**src/include/p2p_config.svh**
```systemverilog
`ifndef P2P_CONFIG_SVH
`define P2P_CONFIG_SVH

// ***************************************************************************
// datapath widths
// ***************************************************************************
`define P2P_DATA_W      64  // one beat, 8 bytes
`define P2P_DHEAD_W     64  // packet head

// ***************************************************************************
// payload buffer geometry
// ***************************************************************************
`define BUF_ADDR_WIDTH  6   // 64 blocks
`define PBUF_SZ_LOG     5   // 32-byte blocks, 4 beats each

// descriptor fields
`define DEV_NUM_WIDTH   8
`define MSG_BLEN_WIDTH  16

// queue depths
`define DESC_FIFO_LOG   2   // 4 descriptors
`define ADDR_FIFO_LOG   4   // 16 block addresses

`endif

```
**src/hdl/p2p_pkg.sv**
```systemverilog
`include "p2p_config.svh"

package p2p_pkg;

    // ***********************************************************************
    // plain vectors
    // ***********************************************************************
    typedef logic [`P2P_DATA_W-1:0]      beat_data_t;  // one payload beat
    typedef logic [`P2P_DHEAD_W-1:0]     p2p_head_t;   // ddev 47:40, sdev 39:32, blen 15:0
    typedef logic [`BUF_ADDR_WIDTH-1:0]  buf_addr_t;   // block number
    typedef logic [`PBUF_SZ_LOG-4:0]     buf_off_t;    // beat within block
    typedef logic [`DEV_NUM_WIDTH-1:0]   dev_num_t;
    typedef logic [`MSG_BLEN_WIDTH-1:0]  blen_t;       // bytes, 1 to 512

    // ***********************************************************************
    // bundles
    // ***********************************************************************
    typedef struct packed {
        logic [47:0] dlid;   // dest local id, carried only
        dev_num_t    ddev;
        dev_num_t    sdev;
        blen_t       blen;
    } p2p_desc_t;

    typedef struct packed {
        p2p_desc_t desc;     // head descriptor
        buf_addr_t addr;     // current block of that descriptor
        logic      last;     // final block of the list
    } qstruct_t;

    typedef struct packed {
        buf_addr_t addr;
        buf_off_t  offset;
        p2p_head_t head;
        logic      last;     // last beat of the packet
    } pbuf_req_t;

    typedef struct packed {
        buf_addr_t  addr;
        buf_off_t   offset;
        beat_data_t data;
    } pbuf_wr_t;

    typedef struct packed {
        logic       last;
        p2p_head_t  head;    // meaningful on first beat
        beat_data_t data;
    } p2p_beat_t;

    typedef enum logic [1:0] {
        IDLE       = 2'd0,
        DESC_PARSE = 2'd1,   // issuing read requests
        DRAIN      = 2'd2    // waiting for the last beat downstream
    } send_state_e;

endpackage

```
**src/hdl/st_reg.sv**
```systemverilog
module st_reg (
    input  logic                clk,
    input  logic                rst_n,

    input  logic                in_valid,
    input  p2p_pkg::p2p_beat_t  in_beat,
    output logic                in_ready,

    output logic                out_valid,
    output p2p_pkg::p2p_beat_t  out_beat,
    input  logic                out_ready
);
    import p2p_pkg::*;

    p2p_beat_t skid_beat;      // holds one beat while output stalls
    logic      out_load;       // main register may take a new beat

    // in_ready low means the skid entry is occupied
    assign out_load = out_ready | ~out_valid;

    // ***********************************************************************
    // control
    // ***********************************************************************
    always_ff @(posedge clk or negedge rst_n) begin
        if (!rst_n) begin
            out_valid <= 1'b0;
            in_ready  <= 1'b1;
        end else if (out_load) begin
            out_valid <= ~in_ready | in_valid;             // skid first, then input
            in_ready  <= 1'b1;                             // skid always empties here
        end else if (in_valid & in_ready) begin
            in_ready  <= 1'b0;                             // beat parked in skid
        end
    end

    // ***********************************************************************
    // payload
    // ***********************************************************************
    always_ff @(posedge clk) begin
        if (in_ready) begin
            skid_beat <= in_beat;                          // only kept once in_ready drops
        end
        if (out_load) begin
            out_beat <= in_ready ? in_beat : skid_beat;
        end
    end

endmodule

```
**config.mk**
```make
export PLATFORM = sky130hd
export DESIGN_NAME = st_reg
export DESIGN_NICKNAME = d
export VERILOG_FILES = /design/src/hdl/p2p_pkg.sv /design/src/hdl/st_reg.sv
export VERILOG_INCLUDE_DIRS = /design/src /design/src/include
export SDC_FILE = /design/constraint.sdc
export NUM_CORES = 1
export LEC_CHECK = 0
export CAP_MARGIN = 20
export CORE_UTILIZATION = 40
export CTS_BUF_LIST = sky130_fd_sc_hd__clkbuf_2 sky130_fd_sc_hd__clkbuf_4 sky130_fd_sc_hd__clkbuf_8
export CTS_CLUSTER_DIAMETER = 40
export DETAILED_ROUTE_END_ITERATION = 10
export DONT_BUFFER_PORTS = 1
export HOLD_SLACK_MARGIN = 0.06
export PLACE_DENSITY_LB_ADDON = 0.15
export SYNTH_ARGS = -nofsm -noshare
export SYNTH_HDL_FRONTEND = slang
export SYNTH_SLANG_ARGS = --single-unit
```
**constraint.sdc**
```tcl
create_clock -name clk -period 5.51 [get_ports clk]
set_clock_uncertainty 0.1 [all_clocks]
set_input_delay 0.2755 -clock clk [delete_from_list [all_inputs] [get_ports clk]]
set_output_delay 0.2755 -clock clk [all_outputs]
set_load 0.02 [all_outputs]
```
### Yosys cells after proc, flatten, opt, wreduce, memory -nomap -nowiden

Index checks and enable logic that the tools add are counted.

* memories: 0
* output and inout port bits: 131
* input port bits: 133
* ROM bits: 0
* bits in writable memories: 0
* logic and storage cells: 17
* register bits after elaboration: 260
* latch bits: 0

* shift operators: 0
* multiply operators: 0
* divide/modulo/power cells: 0
* muxes and demuxes: 3
* reductions and logical operators: 1
* bitwise gates (word level): 5
* order comparisons: 0
* equal/unequal tests: 0
* add/subtract/negate cells: 0

Operator list (count)
* two-way mux 129 bit: 1
* two-way mux 1 bit: 2
* inverter 1 bit: 2
* OR 1 bit: 2
* nonzero test 2 bit: 1
* AND 1 bit: 1

### Longest topological paths before layout

* word-level depth: 3
* depth in mapped cells: 3
* depth with buffers taken out: 2

### Least setup slack after synthesis

No wires, ideal clock.

* path type: reg2reg
* from: register out_valid
* to: register out_beat[0] (netlist name), enable pin
* required time: 4.898 ns
* buffers on the path: 0
* slack: 1.453 ns
* stages on the path, launching flop included: 2
* setup time: 0.512 ns
* period minus slack after synthesis: 4.057 ns
* data arrival time: 3.444 ns
* cell sequence: dfrtp_1 > nand2b_1

* word-level cells in the longest chain between the ends: 2

Ends and longest elaborated chain
* from (decl): RTL line st_reg.sv:9 `output logic out_valid,`
* from (signal assigned): RTL line st_reg.sv:29 `out_valid <= ~in_ready | in_valid;`
* inverter 1 bit: RTL line st_reg.sv:19 `assign out_load = out_ready | ~out_valid;`
* OR 1 bit: RTL line st_reg.sv:19
* named net out_load: RTL line st_reg.sv:16 `logic out_load;`
* to (signal assigned): RTL line st_reg.sv:44 `out_beat <= in_ready ? in_beat : skid_beat;`
* to (decl): RTL line st_reg.sv:10 `output p2p_pkg::p2p_beat_t out_beat,`

The timed path passes the listed nets, and every way through them passes these cells.
A chain may end at the register's enable or synchronous reset.

### Final worst setup path

* from: register out_valid
* to: register out_beat[9] (netlist name), enable pin

Same word-level chain as after synthesis.

==> flow_summary.toml <==
[die]
die_w_um = 145
dieHeight_um = 145
boundaryPins = 264
rows = 51
die_area_um2 = 21000
initial_core_util_pct = 41.4
core_area_um2 = 19700

[layout]
final_nets = 705
area_growth_pct = 29.6
final_layout_size_suffix_gt1_share_pct = 34.5
finish.utilization_pct = 53.6
diodes = 0
layout_commonest_cell = "dlygate4sd3_1"
layout_common_cells = "dlygate4sd3_1 (132), mux2_2 (129), edfxtp_1 (129), dfxtp_1 (129), clkbuf_8 (50)"
fin_area_um2 = 10600

[critical_path]
cp_top_family = "buffers and inverters"
critPathCaptureType = "register"
r2r_cells = 2
path_cells = "nand2b_4, buf_4"
crit_slowest_cell = "buf_4"
reg2reg_slack_ns = 2.90
crit_path_max_incr_delay_ns = 0.81
critical_path_required_ns = 5.54
start_kind = "register"
cp.arrival_ns = 2.64
path_max_fanout = 69
cp.buffers_inverters = 1
r2r-start = "out_valid"
r2r-end = "out_beat[9]"
path_class = "reg2reg"

[power]
power.leakage_nw = 3.99
power.density_nw_per_um2 = 420
ir_drop_mv = 0.235

[worst_hold_path]
hp-class = "in2reg"
hold_path_end = "skid_beat[56]"
hold_start = "in_beat[56]"
min_path_cells = 2

[status]
outcome = "finished, final reports clean"

[place]
portBuffers = 0
place.gp.congestion = 0.683
dpl.hpwl_um = 9170
dpl-instance-area_um2 = 8350

[synth]
yosys_warnings = 0
synth_top_family_by_area = "multiplexers"
synth_seq_area_share_pct = 79.8
synth_cell_types = 9
syn-cell-area_um2 = 8150
syn_inst = 407
synth_xor_area_share_pct = 0
syn_area_per_cell_um2 = 20.0
ys_seq_elements = 260
synth_adder_area_share_pct = 0
syn_nets = 540
synth_compound_area_share_pct = 0
synth-simple-area-share_pct = 0.307
synth.area.mux_share_pct = 17.8

[timing]
tightest_slew_ns = 0.908
finalCriticalPeriod_ns = 2.61
slew_headroom_pct = 39.4
slew_viol_final = 0
setup_viol = 0
rsz0062_at_grt = "false"
final.setup.tns_ns = 0
fin_crit_sh_pct = 47.3
fmax_mhz = 383
hold_viol_final = 0

[route]
top_layer = "met5"
vias = 3924
firstDrtPassIters = 4
route.met3.wl_um = 1640
drc = 0
wl_per_cell_um = 17.3
route.met2.wl_um = 7520
viasPerCell = 4.51
wl_um = 15000
antenna_left = 0
drt_iter0_drc = 91
wl_met1_um = 5540

[cts]
clockRootBuffer = "clkbuf_8"
numCtsBuffers = 42
htree_levels = 2
insertion_delay_ns = 0.51
cts_tree = "built"
cts_num_sinks = 260
cts_buffer_depth = 3
path_clk_slew_ns = 0.06
cts_resized = 0

[global_route]
grt_max_degree = 70
grt_antenna_before_repair = 1
grt_pass1_vias = 4232
grt_pass1_wl_um = 22000
grt_use_total_pct = 13.9
gr-total-overflow = 0

[job]
maxCapViolCount = 0
## Yosys cell counts
master    number  area, µm²
buf_2          1       5.00
buf_6          6       67.6
clkbuf_8       7       96.3
dfrtp_1        1       25.0
dfstp_2        1       26.3
dfxtp_1      129       2580
edfxtp_1     129       3870
mux2_2       129       1450
nand2b_1       4       25.0
## registers in the layout (all words and copies together) (netlist names)
register and count:
in_ready 1, out_beat 129, out_valid 1, skid_beat 129
## power breakdown
part | internal (mW) | switching, mW | leakage, nW | total (mW)
logic | 0.158 | 0.112 | 1.11 | 0.270
clock network | 0.995 | 0.696 | 0.476 | 1.69
registers | 2.27 | 0.204 | 2.40 | 2.48
total | 3.43 | 1.01 | 3.99 | 4.44
## cell type report
| cell class | count | area, µm² |
|---|---|---|
| Sequential cell | 260 | 6510 |
| Multi-Input combinational cell | 133 | 1490 |
| Tap cell | 265 | 332 |
| Timing Repair Buffer | 135 | 1340 |
| Clock inverter | 9 | 76.3 |
| Fill cell | 1568 | 9150 |
| Clock buffer | 68 | 823 |
## per-stage QoR
stage	setup slack (ns)	total power, mW	hold WS (ns)	instances
final	2.90	4.44	0.355	870
after global placement	2.95	2.70	-0.120	661
after CTS	2.90	4.51	0.305	870
after floorplan	1.45	2.66	-0.120	407
after detailed placement	2.94	2.72	-0.120	661
after global routing	2.76	4.64	0.324	870
## cells by family after synthesis
family	count (synthesis)
DFF	260
muxes	129
buffers and inverters	14
and+or+nand+nor	4
## per-layer routing
layer | vias up | global-route usage, %
li1 | 1839 | -
met1 | 1859 | 14.7
met2 | 194 | 23.6
met3 | 30 | 6.81
met4 | 2 | 5.82
met5 | - | 0
## worst max-delay path by stage
stage	startpoint	end	slack (ns)	cells past startpoint
after detailed placement	out_valid	out_beat[11]	2.94	2
final	out_valid	out_beat[9]	2.90	2
after CTS	out_valid	out_beat[23]	2.90	2
after global routing	out_valid	out_beat[121]	2.76	2
after floorplan	out_valid	out_beat[0]	1.45	1
after global placement	out_valid	out_beat[54]	2.95	2
## what timing repair did
item | CTS | global route
setup buffers | 0 | 0
endpoints found under the hold margin | 262 | 0
hold buffers | 132 | 0
Power figures use the tool's default switching activity.
