File: src/include/p2p_config.svh
`ifndef P2P_CONFIG_SVH
`define P2P_CONFIG_SVH

// ***************************************************************************
// datapath widths
// ***************************************************************************
`define P2P_DATA_W      64  // one beat, 8 bytes
`define P2P_DHEAD_W     64  // packet head

// ***************************************************************************
// payload buffer geometry
// ***************************************************************************
`define BUF_ADDR_WIDTH  6   // 64 blocks
`define PBUF_SZ_LOG     5   // 32-byte blocks, 4 beats each

// descriptor fields
`define DEV_NUM_WIDTH   8
`define MSG_BLEN_WIDTH  16

// queue depths
`define DESC_FIFO_LOG   2   // 4 descriptors
`define ADDR_FIFO_LOG   4   // 16 block addresses

`endif

File: src/hdl/p2p_pkg.sv
`include "p2p_config.svh"

package p2p_pkg;

    // ***********************************************************************
    // plain vectors
    // ***********************************************************************
    typedef logic [`P2P_DATA_W-1:0]      beat_data_t;  // one payload beat
    typedef logic [`P2P_DHEAD_W-1:0]     p2p_head_t;   // ddev 47:40, sdev 39:32, blen 15:0
    typedef logic [`BUF_ADDR_WIDTH-1:0]  buf_addr_t;   // block number
    typedef logic [`PBUF_SZ_LOG-4:0]     buf_off_t;    // beat within block
    typedef logic [`DEV_NUM_WIDTH-1:0]   dev_num_t;
    typedef logic [`MSG_BLEN_WIDTH-1:0]  blen_t;       // bytes, 1 to 512

    // ***********************************************************************
    // bundles
    // ***********************************************************************
    typedef struct packed {
        logic [47:0] dlid;   // dest local id, carried only
        dev_num_t    ddev;
        dev_num_t    sdev;
        blen_t       blen;
    } p2p_desc_t;

    typedef struct packed {
        p2p_desc_t desc;     // head descriptor
        buf_addr_t addr;     // current block of that descriptor
        logic      last;     // final block of the list
    } qstruct_t;

    typedef struct packed {
        buf_addr_t addr;
        buf_off_t  offset;
        p2p_head_t head;
        logic      last;     // last beat of the packet
    } pbuf_req_t;

    typedef struct packed {
        buf_addr_t  addr;
        buf_off_t   offset;
        beat_data_t data;
    } pbuf_wr_t;

    typedef struct packed {
        logic       last;
        p2p_head_t  head;    // meaningful on first beat
        beat_data_t data;
    } p2p_beat_t;

    typedef enum logic [1:0] {
        IDLE       = 2'd0,
        DESC_PARSE = 2'd1,   // issuing read requests
        DRAIN      = 2'd2    // waiting for the last beat downstream
    } send_state_e;

endpackage

File: src/hdl/tgt_pyld_send_proc.sv
`include "p2p_config.svh"

module tgt_pyld_send_proc (
    input  logic                clk,
    input  logic                rst_n,

    // head of the descriptor queue
    input  logic                qstruct_valid,
    input  p2p_pkg::qstruct_t   qstruct,
    output logic                qstruct_ready,
    output p2p_pkg::buf_off_t   qstruct_offset,

    // read requests to the payload buffer
    output logic                pbuf_free_valid,
    output p2p_pkg::pbuf_req_t  pbuf_free,
    input  logic                pbuf_free_ready,

    // observed only, marks packet end
    input  logic                ft_pyld_valid,
    input  logic                ft_pyld_last,
    input  logic                ft_pyld_ready
);
    import p2p_pkg::*;

    localparam int BEAT_LOG = $clog2(`P2P_DATA_W / 8);    // 3, bytes per beat

    send_state_e cur_state, nxt_state;

    buf_off_t ft_offset;       // beat within current block
    buf_off_t last_offset;     // offset of final beat in last block
    blen_t    blen_m1;
    logic     is_desc_parse;
    logic     req_fire;
    logic     req_last;
    logic     pyld_last_fire;

    // ***********************************************************************
    // descriptor decode
    // ***********************************************************************
    assign blen_m1     = qstruct.desc.blen - 1'b1;
    assign last_offset = blen_m1[`PBUF_SZ_LOG-1:BEAT_LOG];  // ((blen-1)/8) mod 4

    assign is_desc_parse  = (cur_state == DESC_PARSE);
    assign req_last       = qstruct.last & (ft_offset == last_offset);
    assign req_fire       = pbuf_free_valid & pbuf_free_ready;
    assign pyld_last_fire = ft_pyld_valid & ft_pyld_ready & ft_pyld_last;

    // ***********************************************************************
    // request out
    // ***********************************************************************
    assign pbuf_free_valid = qstruct_valid & is_desc_parse;
    assign qstruct_ready   = req_fire & ((&ft_offset) | req_last);  // block done
    assign qstruct_offset  = ft_offset;

    always_comb begin
        pbuf_free.addr   = qstruct.addr;
        pbuf_free.offset = ft_offset;
        pbuf_free.last   = req_last;
        pbuf_free.head   = {{(`P2P_DHEAD_W - 32 - 2 * `DEV_NUM_WIDTH){1'b0}},
                            qstruct.desc.ddev,               // 47:40
                            qstruct.desc.sdev,               // 39:32
                            {(32 - `MSG_BLEN_WIDTH){1'b0}},  // reserved
                            qstruct.desc.blen};              // 15:0
    end

    // beat offset, wraps past 3, back to 0 at packet end
    always_ff @(posedge clk or negedge rst_n) begin
        if (!rst_n) begin
            ft_offset <= '0;
        end else if (req_fire & req_last) begin
            ft_offset <= '0;
        end else if (req_fire) begin
            ft_offset <= ft_offset + 1'b1;
        end
    end

    // ***********************************************************************
    // fsm
    // ***********************************************************************
    always_ff @(posedge clk or negedge rst_n) begin
        if (!rst_n) begin
            cur_state <= IDLE;
        end else begin
            cur_state <= nxt_state;
        end
    end

    always_comb begin
        nxt_state = cur_state;
        case (cur_state)
            IDLE: begin
                if (qstruct_valid) nxt_state = DESC_PARSE;
            end
            DESC_PARSE: begin
                if (req_fire & req_last) nxt_state = DRAIN;  // all reads issued
            end
            DRAIN: begin
                // no overlap, next packet waits for the last beat
                if (pyld_last_fire) begin
                    nxt_state = qstruct_valid ? DESC_PARSE : IDLE;
                end
            end
            default: nxt_state = IDLE;
        endcase
    end

endmodule

File: config.mk
export PLATFORM = sky130hd
export DESIGN_NAME = tgt_pyld_send_proc
export DESIGN_NICKNAME = d
export VERILOG_FILES = /design/src/hdl/p2p_pkg.sv /design/src/hdl/tgt_pyld_send_proc.sv
export VERILOG_INCLUDE_DIRS = /design/src /design/src/include
export SDC_FILE = /design/constraint.sdc
export NUM_CORES = 1
export LEC_CHECK = 0
export ABC_AREA = 0
export BUFFER_PORTS_ARGS = -buffer_cell sky130_fd_sc_hd__buf_2
export CAP_MARGIN = 0
export CORE_MARGIN = 5
export CORE_UTILIZATION = 22
export DETAILED_ROUTE_END_ITERATION = 10
export GPL_TIMING_DRIVEN = 0
export PLACE_DENSITY_LB_ADDON = 0.1
export SLEW_MARGIN = 10
export SYNTH_ARGS = -nofsm -noshare
export SYNTH_HDL_FRONTEND = slang
export SYNTH_SLANG_ARGS = --single-unit
File: constraint.sdc
create_clock -name clk -period 1.3 [get_ports clk]
set_input_delay 0.26 -clock clk [delete_from_list [all_inputs] [get_ports clk]]
set_output_delay 0.26 -clock clk [all_outputs]
set_load 0.02 [all_outputs]
# ---- Word level (Yosys, flattened, before mapping)
# Cells that the tools add are included.
dict set report word_totals {
  regBits 4
  latch_bits 0
  ramBits 0
  mem_bits_ro 0
  out_inout_bits 77
  wordCells 29
  n_memories 0
}
dict set report op_classes {
  n_addsub 2
  n_mul 0
  div_mod_pow 0
  magnitude_cmp 0
  eq_ne 6
  shifts 0
  mux 7
  n_bitwise 8
  n_reduce_logical 4
}
# op count
set ops {}
lappend ops {{2-bit 2-to-1 mux} 5}
lappend ops {{1-bit AND} 7}
lappend ops {{2-bit case mux with 3 select lines} 1}
lappend ops {{5-bit by 1-bit subtractor with 5-bit output (second input constant)} 1}
lappend ops {{2-bit inequality test (second input constant)} 2}
lappend ops {{3-bit AND reduction} 1}
lappend ops {{2-bit by 1-bit adder with 2-bit output (second input constant)} 1}
lappend ops {{2-bit by 1-bit == test with 1-bit output (second input constant)} 1}
lappend ops {{2-bit == test} 1}
lappend ops {{2-bit == test (second input constant)} 1}
lappend ops {{2-bit logical NOT} 1}
lappend ops {{2-bit by 1-bit inequality test with 1-bit output (second input constant)} 1}
lappend ops {{2-bit AND reduction} 1}
lappend ops {{2-bit nonzero test} 1}
lappend ops {{1-bit 2-to-1 mux} 1}
lappend ops {{1-bit OR} 1}

# ---- Depth between registers and ports, before layout
dict set report depth {
  word_depth 6
  ltp_mapped 5
}

# ---- Worst setup path after synthesis
# No wires, ideal clock.
dict set report synth_path {
  kind {register -> output}
  from {register ft_offset[0] (netlist: qstruct_offset[0])}
  to {output qstruct_ready}
  arrival_time_ns 1.318
  required_ns 1.040
  setup_slack_ns -0.278
  stages_incl_launch_ff 6
  path_cell_list {dfrtp_1 xor2_1 xnor2_1 and3_1 buf_6 o21a_1}
}
dict set report synth_via {
  elab_chain_cells 4
  word_cells_on_any_way 5
  classes_between {eq/ne (1); bitwise (3); reduce/logical (1)}
}
# item line
set synth_lines {}
lappend synth_lines {{from (decl)} tgt_pyld_send_proc.sv:29} ;# buf_off_t ft_offset;
lappend synth_lines {{from (signal assigned)} tgt_pyld_send_proc.sv:73} ;# ft_offset <= ft_offset + 1'b1;
lappend synth_lines {{2-bit == test} tgt_pyld_send_proc.sv:44} ;# assign req_last = qstruct.last & (ft_offset == last_offset);
lappend synth_lines {{1-bit AND} tgt_pyld_send_proc.sv:44}
lappend synth_lines {{net req_last} tgt_pyld_send_proc.sv:34} ;# logic req_last;
lappend synth_lines {{1-bit OR} tgt_pyld_send_proc.sv:52} ;# assign qstruct_ready = req_fire & ((&ft_offset) | req_last);
lappend synth_lines {{1-bit AND} tgt_pyld_send_proc.sv:52}
lappend synth_lines {{to (decl)} tgt_pyld_send_proc.sv:10} ;# output logic qstruct_ready,
# The timed path passes the listed nets, and every way through them passes these cells.

# ---- Worst setup path after layout
dict set report layout_path {
  from {register ft_offset[0] (netlist: qstruct_offset[0])}
  to {output qstruct_ready}
}
dict set report layout_via {
  elab_chain_cells 4
  word_cells_on_any_way 5
  classes_between {eq/ne (1); bitwise (3); reduce/logical (1)}
}
# item line
set layout_lines {}
lappend layout_lines {{2-bit == test} tgt_pyld_send_proc.sv:44}
lappend layout_lines {{1-bit AND} tgt_pyld_send_proc.sv:44}
lappend layout_lines {{1-bit OR (*)} tgt_pyld_send_proc.sv:52}
lappend layout_lines {{1-bit AND (*)} tgt_pyld_send_proc.sv:52}
# Mark *: on every way between the ends. The rest lies on a longest branch, timed or not.

==> results.json <==
{
  "synth-seq-cells": 4,
  "whs_ns": 0.345,
  "crit_type": "reg -> out",
  "hpwl_um": 2060,
  "synthXorXnorAreaFrac_pct": 4.22,
  "synth_compound_area_share_pct": 5.12,
  "synthMuxAreaShare_pct": 0,
  "finalNonFillerCells": 248,
  "drc": 0,
  "syn_avg_cell_area_um2": 8.07,
  "port_buffers": 57,
  "cts_sinks": 4,
  "fill_cells": 421,
  "drive_gt1_share_pct": 73.0,
  "rows": 22,
  "fin_nets": 296,
  "cts_tree": "done",
  "synth.area.top_cells": "buf_4 (66%), dfrtp_1 (12%), nor4_4 (2.6%)",
  "critPathRequiredTime_ns": 1.04,
  "maxSlewViolCount": 0,
  "slowest_stage": "dfrtp_2",
  "drt_iter0_drc": 6,
  "critical_path.max_stage_delay_ns": 0.41,
  "cpLargestDelayFamily": "flip-flops",
  "leakagePower_nw": 0.884,
  "cts_made_buffers": 3,
  "syn_inst": 103,
  "yosys_warnings": 0,
  "synth_top_area_share_pct": 66.0,
  "routabilityCongestion": 0.635,
  "max_freq_ghz": 0.601,
  "first_pass_iters": 2,
  "grt_overflow": 0,
  "hold_path.class": "in -> reg",
  "final_hold_viol_count": 0,
  "synth_top_family_by_area": "buffers and inverters",
  "start_util_pct": 22.7,
  "die_h_um": 71.5,
  "synth_cell_types": 21,
  "core-area_um2": 3660,
  "fin_setup_tns_ns": -0.933,
  "pwr_density_cell_nw_per_um2": 1080,
  "pin_count": 171,
  "grt_pass1_vias": 817,
  "htreeDepth": 1,
  "post-synth-top-area-cell": "buf_4",
  "peakVddDrop_v": 0.000868,
  "worstPathArrival_ns": 1.40,
  "diodes": 0,
  "violations": "setup timing",
  "yosys.area_share.simple_pct": 8.89,
  "track_usage_pct": 8.01,
  "status": "finished with violations",
  "grt_pass1_wl_um": 3430,
  "path_max_fanout": 3,
  "dp.cells": 239,
  "fin_crit_sh_pct": 128,
  "maxCapViolCount": 0,
  "crit_buf_inv": 1,
  "cts_root_buf": "clkbuf_8",
  "antenna_left": 0,
  "viasPerCell": 3.38,
  "end_kind": "output port",
  "syn-cell-area_um2": 831,
  "cts_buffer_depth": 2,
  "clkTransAtPathRegs_ns": 0.03,
  "drt-total-wl_um": 2360,
  "path_cells": "xor2_2, xnor2_1, and3_4, o21a_4, buf_6",
  "grt_max_degree": 6,
  "die_area_um2": 5110,
  "fin_ws_ns": -0.363,
  "synthToLayoutAreaGrowth_pct": 74.1,
  "wl_per_cell_um": 9.53,
  "period_needed_ns": 1.66,
  "fin_skew_ns": 0.00537,
  "die_width_um": 71.5,
  "vias": 837,
  "cp-start-kind": "flip-flop",
  "rsz0062_at_grt": "yes",
  "yosys.area_share.adder_pct": 1.51,
  "setup_viol": 7,
  "clkLatencyLatePin_ns": 0.22,
  "antenna_found_initial": 0,
  "yosysSeqAreaShare_pct": 12.0
}
==> logic make-up (layout without fill, tap and decap cells) <==
| family | Yosys count | after routing |
|---|---|---|
| other cells | 1 | 32 |
| compound gates | 7 | 7 |
| buf+inv | 75 | 141 |
| simple gates | 11 | 11 |
| xor+xnor | 4 | 4 |
| flops | 4 | 4 |
| fa+ha+maj | 1 | 1 |
==> area by class of cell <==
type                    count  area [um^2]  area share (%)
multi-input cells          55          313            21.6
inverters                   1         3.75           0.260
plain buffers              72          541            37.4
clock buffers               4         45.0            3.11
repair buffers             64          382            26.4
flip-flops and latches      4          103            7.09
well taps                  48         60.1            4.15
==> cell usage in the layout (no fill, tap or decap), types with 2 or more instances in the layout <==
cell      instances
buf_2            51
buf_4            77
buf_6             7
clkbuf_8          3
conb_1           32
dfrtp_1           2
dfrtp_2           2
nand2_1           4
o21ai_0           2
o21ai_1           2
xnor2_1           2
xor2_2            2
==> worst paths after layout <==
path,from,endpoint,slack (ns),cells past startpoint
worst min register to register,cur_state[1],cur_state[1],0.56,1
worst max register to register,qstruct_offset[0],cur_state[1],-0.14,6
worst min-delay path,pbuf_free_ready,qstruct_offset[1],0.35,4
worst max-delay path,qstruct_offset[0],qstruct_ready,-0.36,5
min in group asynchronous,rst_n,qstruct_offset[1],0.38,2
max in group asynchronous,rst_n,qstruct_offset[0],0.78,2
==> cells in the mapped netlist <==
library cell  count
dfrtp_1           4
ha_1              1
a21oi_1           1
nor3_1            1
buf_6             1
buf_4            73
and2_1            1
conb_1            1
inv_1             1
and3_1            1
a32o_1            1
nand3_1           1
nand2b_1          1
nand2_1           4
nor4_4            1
o21ai_0           2
o21a_1            1
and3b_1           1
xor2_1            2
xnor2_1           2
o21ai_1           2
==> layer usage <==
| layer | wire (um) | track usage (%) | vias up | part of all wire (%) |
|---|---|---|---|---|
| met4 | 0 | 0.626 | 0 | 0 |
| li1 | - | - | 410 | - |
| met5 | 0 | 0 | - | 0 |
| met1 | 676 | 6.84 | 369 | 29 |
| met2 | 1320 | 16.4 | 58 | 56 |
| met3 | 362 | 4.49 | 0 | 15 |
==> flip-flops by register name, indices dropped and copies added, names as in the netlist <==
register	flops
cur_state	2
qstruct_offset	2
==> worst min-delay path, cell delays in order <==
cell	delay [ns]
buf_2	0.08
nand2_1	0.07
nand2_1	0.07
o21ai_1	0.05
==> what timing repair did <==
item | 4_1_cts | 5_1_grt
gates resized for setup | 9 | 9
gates cloned | 0 | 0
buffers inserted | 3 | 3
pin swaps | 1 | 1
endpoints found under the hold margin | 4 | 0
setup endpoints to repair | 3 | 9
hold buffers | 1 | 0
==> per-stage QoR <==
step	utilization [%]	power [mW]	area (um^2)	setup slack (ns)
2_1_floorplan	-	0.871	957	-0.209
3_3_place_gp	35.6	1.07	1300	-0.377
3_5_place_dp	35.6	1.09	1300	-0.379
4_1_cts	38.1	1.47	1400	-0.369
5_1_grt	39.5	1.68	1450	-0.416
6_report	39.5	1.56	1450	-0.363
==> where the power goes <==
group	internal, mW	switching [mW]	total [mW]
registers	0.172	0.0418	0.214
clock network	0.209	0.0644	0.274
logic	0.547	0.526	1.07
Power figures use the tool's default switching activity.
