File: src/include/p2p_config.svh
`ifndef P2P_CONFIG_SVH
`define P2P_CONFIG_SVH

// ***************************************************************************
// datapath widths
// ***************************************************************************
`define P2P_DATA_W      64  // one beat, 8 bytes
`define P2P_DHEAD_W     64  // packet head

// ***************************************************************************
// payload buffer geometry
// ***************************************************************************
`define BUF_ADDR_WIDTH  6   // 64 blocks
`define PBUF_SZ_LOG     5   // 32-byte blocks, 4 beats each

// descriptor fields
`define DEV_NUM_WIDTH   8
`define MSG_BLEN_WIDTH  16

// queue depths
`define DESC_FIFO_LOG   2   // 4 descriptors
`define ADDR_FIFO_LOG   4   // 16 block addresses

`endif

File: src/hdl/p2p_pkg.sv
`include "p2p_config.svh"

package p2p_pkg;

    // ***********************************************************************
    // plain vectors
    // ***********************************************************************
    typedef logic [`P2P_DATA_W-1:0]      beat_data_t;  // one payload beat
    typedef logic [`P2P_DHEAD_W-1:0]     p2p_head_t;   // ddev 47:40, sdev 39:32, blen 15:0
    typedef logic [`BUF_ADDR_WIDTH-1:0]  buf_addr_t;   // block number
    typedef logic [`PBUF_SZ_LOG-4:0]     buf_off_t;    // beat within block
    typedef logic [`DEV_NUM_WIDTH-1:0]   dev_num_t;
    typedef logic [`MSG_BLEN_WIDTH-1:0]  blen_t;       // bytes, 1 to 512

    // ***********************************************************************
    // bundles
    // ***********************************************************************
    typedef struct packed {
        logic [47:0] dlid;   // dest local id, carried only
        dev_num_t    ddev;
        dev_num_t    sdev;
        blen_t       blen;
    } p2p_desc_t;

    typedef struct packed {
        p2p_desc_t desc;     // head descriptor
        buf_addr_t addr;     // current block of that descriptor
        logic      last;     // final block of the list
    } qstruct_t;

    typedef struct packed {
        buf_addr_t addr;
        buf_off_t  offset;
        p2p_head_t head;
        logic      last;     // last beat of the packet
    } pbuf_req_t;

    typedef struct packed {
        buf_addr_t  addr;
        buf_off_t   offset;
        beat_data_t data;
    } pbuf_wr_t;

    typedef struct packed {
        logic       last;
        p2p_head_t  head;    // meaningful on first beat
        beat_data_t data;
    } p2p_beat_t;

    typedef enum logic [1:0] {
        IDLE       = 2'd0,
        DESC_PARSE = 2'd1,   // issuing read requests
        DRAIN      = 2'd2    // waiting for the last beat downstream
    } send_state_e;

endpackage

File: src/hdl/tgt_qstruct_queue.sv
`include "p2p_config.svh"

module tgt_qstruct_queue (
    input  logic                clk,
    input  logic                rst_n,

    input  logic                desc_valid,
    input  p2p_pkg::p2p_desc_t  desc,
    output logic                desc_ready,

    input  logic                baddr_valid,
    input  p2p_pkg::buf_addr_t  baddr,
    input  logic                baddr_last,
    output logic                baddr_ready,

    output logic                qstruct_valid,
    output p2p_pkg::qstruct_t   qstruct,
    input  logic                qstruct_ready,
    input  p2p_pkg::buf_off_t   qstruct_offset
);
    import p2p_pkg::*;

    localparam int DESC_DEPTH = 1 << `DESC_FIFO_LOG;
    localparam int ADDR_DEPTH = 1 << `ADDR_FIFO_LOG;

    // ***********************************************************************
    // storage
    // ***********************************************************************
    p2p_desc_t desc_mem      [DESC_DEPTH];
    buf_addr_t addr_mem      [ADDR_DEPTH];
    logic      addr_last_mem [ADDR_DEPTH];

    logic [`DESC_FIFO_LOG-1:0] desc_wr_ptr, desc_rd_ptr;
    logic [`DESC_FIFO_LOG:0]   desc_cnt;             // one extra bit for full
    logic [`ADDR_FIFO_LOG-1:0] addr_wr_ptr, addr_rd_ptr;
    logic [`ADDR_FIFO_LOG:0]   addr_cnt;

    logic desc_push, desc_pop;
    logic addr_push, addr_pop;

    assign desc_ready  = ~desc_cnt[`DESC_FIFO_LOG];  // full when msb set
    assign baddr_ready = ~addr_cnt[`ADDR_FIFO_LOG];

    assign desc_push = desc_valid & desc_ready;
    assign addr_push = baddr_valid & baddr_ready;

    // block done on offset 3 or the short final block
    assign addr_pop = qstruct_valid & qstruct_ready &
                      ((&qstruct_offset) | qstruct.last);
    assign desc_pop = addr_pop & qstruct.last;      // leaves with its last block

    // head of both fifos
    assign qstruct_valid = (|desc_cnt) & (|addr_cnt);
    assign qstruct.desc  = desc_mem[desc_rd_ptr];
    assign qstruct.addr  = addr_mem[addr_rd_ptr];
    assign qstruct.last  = addr_last_mem[addr_rd_ptr];

    always_ff @(posedge clk) begin
        if (desc_push) begin
            desc_mem[desc_wr_ptr] <= desc;
        end
        if (addr_push) begin
            addr_mem[addr_wr_ptr]      <= baddr;
            addr_last_mem[addr_wr_ptr] <= baddr_last;
        end
    end

    // ***********************************************************************
    // pointers and counts
    // ***********************************************************************
    always_ff @(posedge clk or negedge rst_n) begin
        if (!rst_n) begin
            desc_wr_ptr <= '0;
            desc_rd_ptr <= '0;
            desc_cnt    <= '0;
        end else begin
            if (desc_push) desc_wr_ptr <= desc_wr_ptr + 1'b1;  // wraps
            if (desc_pop)  desc_rd_ptr <= desc_rd_ptr + 1'b1;
            case ({desc_push, desc_pop})
                2'b10:   desc_cnt <= desc_cnt + 1'b1;
                2'b01:   desc_cnt <= desc_cnt - 1'b1;
                default: desc_cnt <= desc_cnt;             // none or both
            endcase
        end
    end

    always_ff @(posedge clk or negedge rst_n) begin
        if (!rst_n) begin
            addr_wr_ptr <= '0;
            addr_rd_ptr <= '0;
            addr_cnt    <= '0;
        end else begin
            if (addr_push) addr_wr_ptr <= addr_wr_ptr + 1'b1;
            if (addr_pop)  addr_rd_ptr <= addr_rd_ptr + 1'b1;
            case ({addr_push, addr_pop})
                2'b10:   addr_cnt <= addr_cnt + 1'b1;
                2'b01:   addr_cnt <= addr_cnt - 1'b1;
                default: addr_cnt <= addr_cnt;
            endcase
        end
    end

endmodule

File: config.mk
export PLATFORM = sky130hd
export DESIGN_NAME = tgt_qstruct_queue
export DESIGN_NICKNAME = d
export VERILOG_FILES = /design/src/hdl/p2p_pkg.sv /design/src/hdl/tgt_qstruct_queue.sv
export VERILOG_INCLUDE_DIRS = /design/src /design/src/include
export SDC_FILE = /design/constraint.sdc
export NUM_CORES = 1
export LEC_CHECK = 0
export ABC_AREA = 1
export BUFFER_PORTS_ARGS = -buffer_cell sky130_fd_sc_hd__buf_2
export CORE_UTILIZATION = 40
export CTS_CLUSTER_DIAMETER = 30
export DETAILED_ROUTE_END_ITERATION = 16
export PLACE_DENSITY = 0.59
export SYNTH_ARGS = -nofsm -noshare
export SYNTH_HDL_FRONTEND = slang
export SYNTH_SLANG_ARGS = --single-unit
File: constraint.sdc
create_clock -name clk -period 4.9 [get_ports clk]
set_input_delay 0.245 -clock clk [delete_from_list [all_inputs] [get_ports clk]]
set_output_delay 0.245 -clock clk [all_outputs]
set_load 0.01 [all_outputs]
### Yosys cells after proc, flatten, opt, wreduce, memory -nomap -nowiden

Memory sizes are Yosys's and may differ from the RTL's.
Cells that the tools add are included.

| word-level totals | value |
|---|---|
| flip-flop bits (word level) | 20 |
| latch bits | 0 |
| RAM bits | 432 |
| ROM bits | 0 |
| input port bits | 94 |
| word-level logic and storage cells | 41 |
| memories kept | 3 |

Memories:

| name | depth | bits a word | rd ports | clocked after memory_dff | write ports | RTL line | text |
|---|---|---|---|---|---|---|---|
| desc_mem | 4 | 80 | 1 | 0 | 1 | tgt_qstruct_queue.sv:29 | `p2p_desc_t desc_mem [DESC_DEPTH];` |
| addr_mem | 16 | 6 | 1 | 0 | 1 | tgt_qstruct_queue.sv:30 | `buf_addr_t addr_mem [ADDR_DEPTH];` |
| addr_last_mem | 16 | 1 | 1 | 0 | 1 | tgt_qstruct_queue.sv:31 | `logic addr_last_mem [ADDR_DEPTH];` |

| cells by class | value |
|---|---|
| $add $sub $neg | 8 |
| $mul | 0 |
| divide/modulo/power cells | 0 |
| magnitude comparators | 0 |
| eq/ne operators | 4 |
| shifts and indexed selects | 0 |
| multiplexer cells | 6 |
| bitwise logic cells | 9 |
| reduce and logical (&&, ||, !) cells | 5 |

Operators by type and width:

| operator | number |
|---|---|
| 5-bit one-hot mux with 2 select lines | 1 |
| 4-bit by 1-bit adder with 4-bit output (second input constant) | 2 |
| 1-bit AND | 6 |
| 3-bit one-hot mux with 2 select lines | 1 |
| 5-bit by 1-bit adder with 5-bit output (second input constant) | 1 |
| 5-bit OR reduction | 1 |
| 5-bit by 1-bit subtractor with 5-bit output (second input constant) | 1 |
| 2-bit by 1-bit adder with 2-bit output (second input constant) | 2 |
| 2-bit by 1-bit equality test with 1-bit output (second input constant) | 2 |
| 2-bit equality test (second input constant) | 2 |
| 1-bit 2-to-1 mux | 4 |
| 2-bit nonzero test | 2 |
| 3-bit by 1-bit adder with 3-bit output (second input constant) | 1 |
| 3-bit OR reduction | 1 |
| 3-bit by 1-bit subtractor with 3-bit output (second input constant) | 1 |
| 1-bit inverter | 2 |
| 2-bit AND reduction | 1 |
| 1-bit bitwise OR | 1 |

### Logic depth before layout (Yosys ltp)

| depth | value |
|---|---|
| depth after elaboration | 7 |
| mapped depth | 20 |
| gate-level depth less buffers | 19 |

### Least setup slack after synthesis

Ideal clock, no wire load.

| timing path | value |
|---|---|
| path kind | reg-to-reg |
| start point | reg desc_cnt[2] |
| end point | mem desc_mem[0][0] (netlist bit), enable pin |
| setup time | 0.519 ns |
| data arrival time | 4.046 ns |
| setup slack | 0.334 ns |
| cell stages (with the launch flop) | 4 |
| period minus slack after synthesis | 4.566 ns |
| cell sequence | dfrtp_1 > inv_1 > nand2_1 > nor2_1 |

| between the ends | value |
|---|---|
| longest elaborated chain between the ends | 4 |

Ends and longest elaborated chain:

| item | RTL line | text |
|---|---|---|
| start: declaration | tgt_qstruct_queue.sv:34 | `` logic [`DESC_FIFO_LOG:0] desc_cnt; `` |
| start signal: assignment | tgt_qstruct_queue.sv:80 | `2'b10: desc_cnt <= desc_cnt + 1'b1;` |
| start signal: assignment | tgt_qstruct_queue.sv:81 | `2'b01: desc_cnt <= desc_cnt - 1'b1;` |
| start signal: assignment | tgt_qstruct_queue.sv:82 | `default: desc_cnt <= desc_cnt;` |
| 1-bit inverter | tgt_qstruct_queue.sv:41 | `` assign desc_ready = ~desc_cnt[`DESC_FIFO_LOG]; `` |
| named net desc_ready | tgt_qstruct_queue.sv:9 | `output logic desc_ready,` |
| 1-bit AND | tgt_qstruct_queue.sv:44 | `assign desc_push = desc_valid & desc_ready;` |
| 1-bit 2-to-1 mux | tgt_qstruct_queue.sv:59 | `if (desc_push) begin` |
| 1-bit 2-to-1 mux (not written as such) | tgt_qstruct_queue.sv:60 | `desc_mem[desc_wr_ptr] <= desc;` |
| end: declaration | tgt_qstruct_queue.sv:29 |  |

The timed path passes the listed nets, and every way through them passes these cells.

### Worst setup path in the final report

| timing path | value |
|---|---|
| start point | reg addr_rd_ptr[1] |
| end point | reg addr_cnt[4] |

| between the ends | value |
|---|---|
| longest elaborated chain between the ends | 5 |
| elaborated cells between the ends (all ways) | 7 |

Ends and longest elaborated chain:

| item | RTL line | text |
|---|---|---|
| start: declaration | tgt_qstruct_queue.sv:35 | `` logic [`ADDR_FIFO_LOG-1:0] addr_wr_ptr, addr_rd_ptr; `` |
| start signal: assignment | tgt_qstruct_queue.sv:94 | `if (addr_pop) addr_rd_ptr <= addr_rd_ptr + 1'b1;` |
| memory read 16 x 1 bit * | n/a |  |
| 1-bit bitwise OR * | tgt_qstruct_queue.sv:49 | `((&qstruct_offset) \| qstruct.last);` |
| 1-bit AND * | tgt_qstruct_queue.sv:48 | `assign addr_pop = qstruct_valid & qstruct_ready &` |
| named net addr_pop | tgt_qstruct_queue.sv:39 | `logic addr_push, addr_pop;` |
| 2-bit by 1-bit equality test with 1-bit output or 2-bit equality test (tied branches) | tgt_qstruct_queue.sv:95 | `case ({addr_push, addr_pop})` |
| 5-bit one-hot mux with 2 select lines or 2-bit nonzero test (tied branches) | n/a |  |
| end signal: assignment | tgt_qstruct_queue.sv:96 | `2'b10: addr_cnt <= addr_cnt + 1'b1;` |
| end signal: assignment | tgt_qstruct_queue.sv:97 | `2'b01: addr_cnt <= addr_cnt - 1'b1;` |
| end signal: assignment | tgt_qstruct_queue.sv:98 | `default: addr_cnt <= addr_cnt;` |
| end: declaration | tgt_qstruct_queue.sv:36 | `` logic [`ADDR_FIFO_LOG:0] addr_cnt; `` |

The timed path passes the listed nets; every way through them passes the cells marked *.
A chain may end at the register's enable or synchronous reset.

==> flow_summary.yaml <==
cts:
  post_cts_resized: 0
  cts_root_buf: "clkbuf_16"
  postCtsHoldBufs: 81
  cts_max_path_buffers: 3
  htreeDepth: 3
  cts_num_sinks: 452
  cts_tree: "done"
  path_clk_slew_ns: 0.05
  cts_made_buffers: 91
  cts_setup_buffers: 0
  clk_latency_ns: 0.62
min_path:
  worstHoldStart: "baddr[3]"
  worst_hold_path.endpoint: "addr_mem[7][3]"
  hp-class: "input pin to flop"
  worstHoldPathCells: 1
route:
  viasPerCell: 5.02
  drtAntennaViolNets: 0
  vias: 11100
  wire_per_inst_um: 18.4
  drc: 0
  drt-initial-drc-count: 818
  finalWirelength_um: 40800
  drtPass1Iterations: 5
timing:
  period_share: 0.706
  fin_ws_ns: 1.44
  final_hold_viol_count: 0
  slew_headroom: 0.225
  rsz0062_at_grt: "no"
  final.min_clock_period_ns: 3.46
  fin_skew_ns: 0.0282
  fin_setup_tns_ns: 0
  tightest_slew_ns: 1.16
  slew_viol_final: 0
  setup_viol: 0
  clock.fmax_mhz: 289
  whs_ns: 0.0435
placed_design:
  dp_hpwl_um: 22400
  portBuffers: 183
  place_ws_ns: 1.48
  gp_congestion: 0.834
power:
  leakage_nw: 8.20
  power.density_nw_per_um2: 650
  vdd_ir_drop_max_mv: 0.398
  power.total_mw: 14.8
grt:
  grt_overflow: 0
  grt_max_degree: 105
  antenna_found_initial: 3
  grt_usage: 0.186
  grt_pass1_wl_um: 62900
  first_global_vias: 11100
worst_setup_path:
  rrSetupSlack_ns: 1.44
  worstRegToRegCells: 15
  rr_startpoint: "addr_rd_ptr[1]"
  crit_buf_inv: 2
  critPathKind: "flop to flop"
  required_ns: 5.38
  setup.worst_path.end_class: "flop"
  crit_family: "flip-flops"
  critPathMaxStageDelay_ns: 0.97
  cp_cell_sequence: "inv_2, nand3_1, nand3_2, nand3_4, nand3_4, nand2_2, inv_1, ha_1, ha_1, nand2_1, a21oi_1, nor2_1, nand2_1, nand3_1, xor2_1"
  critPathArrivalTime_ns: 3.94
  path_max_fanout: 32
  startpoint_type: "flop"
  timing.rr.end: "addr_cnt[4]"
  cp_slowest_cell: "dfrtp_1"
floorplan:
  die_h_um: 211
  core-area_um2: 43100
  start_util: 0.405
  dieArea_um2: 44500
  rows: 76
  io_pins: 184
  die_w_um: 211
synthesis:
  synthesis.nets: 1362
  yosysUniqueCellTypes: 29
  synth_seq_cells: 452
  syn_avg_cell_area_um2: 13.9
  synth_area_um2: 17500
  yosysWarnings: 0
  yosysSeqAreaShare: 0.772
  syn_inst: 1252
finish:
  fin_nets: 1659
  final_cell_mix: "edfxtp_1, nor2_1, o21ai_0"
  drive_above_1_share: 0.228
  area_delta_synth_final_pct: 30.8
  final_common_cell: "edfxtp_1"
  nFillCells: 3548
  final-seq-area_um2: 13500
  multi_input_area_um2: 3520
  final_core_util: 0.530
outcome:
  status: "finished clean"
flow_run:
  cap_violations: 0
worst max path at each step:
stage	from	endpoint	slack, ns	cells past startpoint
floorplan	desc_cnt[2]	desc_mem[0][0]	0.33	3
global placement	addr_rd_ptr[1]	addr_cnt[4]	1.62	15
detailed placement	addr_rd_ptr[1]	addr_cnt[4]	1.48	17
CTS	addr_rd_ptr[1]	addr_cnt[4]	1.47	17
global route	addr_rd_ptr[1]	addr_cnt[4]	1.12	14
finish	addr_rd_ptr[1]	addr_cnt[4]	1.44	15
routing by layer:
metal | GRT usage | share of wire
met5 | 0 | 0.00032
met1 | 0.230 | 0.42
met2 | 0.300 | 0.49
met3 | 0.0620 | 0.071
met4 | 0.0765 | 0.024
kinds of logic (layout without fill, tap and decap cells):
family,after synthesis,count (layout),share of synthesized area
XOR/XNOR,11,11,0.00552
AO/OA/AOI/OAI,332,332,0.106
flip-flops,452,452,0.772
AND/OR/NAND/NOR,326,326,0.0761
adder cells (fa/ha/maj),16,16,0.0123
buffers and inverters,115,487,0.0280
other,0,2,0
power by group:
part	switching (mW)	internal, mW	total, mW
clock	2.04	4.02	6.06
combinational	2.52	1.23	3.75
sequential	0.280	4.75	5.03
total	4.84	10.0	14.8
synthesized netlist by cell type:
cell type / instances / area [um^2]
a21oi_1: 4 / 20.0
xnor2_1: 3 / 26.3
nand2_1: 64 / 240
nand4_1: 1 / 6.26
nand3_1: 18 / 90.1
buf_6: 3 / 33.8
buf_4: 1 / 7.51
inv_1: 36 / 135
o22ai_1: 87 / 544
o21ai_0: 204 / 1020
ha_1: 14 / 175
o221ai_1: 17 / 149
nand3_4: 3 / 52.6
o21ai_1: 12 / 60.1
buf_1: 6 / 22.5
nor2_1: 230 / 863
o211ai_1: 7 / 52.6
dfrtp_1: 20 / 500
buf_2: 25 / 125
fa_1: 2 / 40.0
nor2_2: 2 / 12.5
nand2_2: 3 / 18.8
nand3_2: 4 / 40.0
inv_2: 6 / 22.5
clkbuf_1: 38 / 143
nor3_1: 1 / 5.00
a31oi_1: 1 / 6.26
xor2_1: 8 / 70.1
edfxtp_1: 432 / 13000
registers in the layout, indices dropped and copies added, names as in the netlist:
register       count
desc_wr_ptr        2
desc_cnt           3
addr_rd_ptr        4
desc_rd_ptr        2
addr_cnt           5
addr_mem          96
addr_last_mem     16
addr_wr_ptr        4
desc_mem         320
metrics by stage:
step / instance area [um^2] / instances
4_1_cts: 22800 / 2209
5_1_grt: 22800 / 2210
6_report: 22800 / 2211
3_5_place_dp: 18900 / 1960
2_1_floorplan: 17500 / 1252
3_3_place_gp: 18900 / 1960
worst register-to-register path, cell delays in order (launching register included):
cell and delay (ns):
dfrtp_1 0.97, inv_2 0.44, nand3_1 0.23, nand3_2 0.11, nand3_4 0.14, nand3_4 0.10
nand2_2 0.11, inv_1 0.05, ha_1 0.24, ha_1 0.34, nand2_1 0.07, a21oi_1 0.18
nor2_1 0.06, nand2_1 0.06, nand3_1 0.08, xor2_1 0.15
layout make-up:
cell class / count / share of cell area
Clock buffer: 102 / 0.103
Clock inverter: 66 / 0.0312
Tap cell: 585 / 0.0321
Timing Repair Buffer: 277 / 0.0815
Multi-Input combinational cell: 685 / 0.154
Sequential cell: 452 / 0.590
Antenna cell: 2 / 0.000219
Inverter: 42 / 0.00707
(Power assumes the default switching activity.)
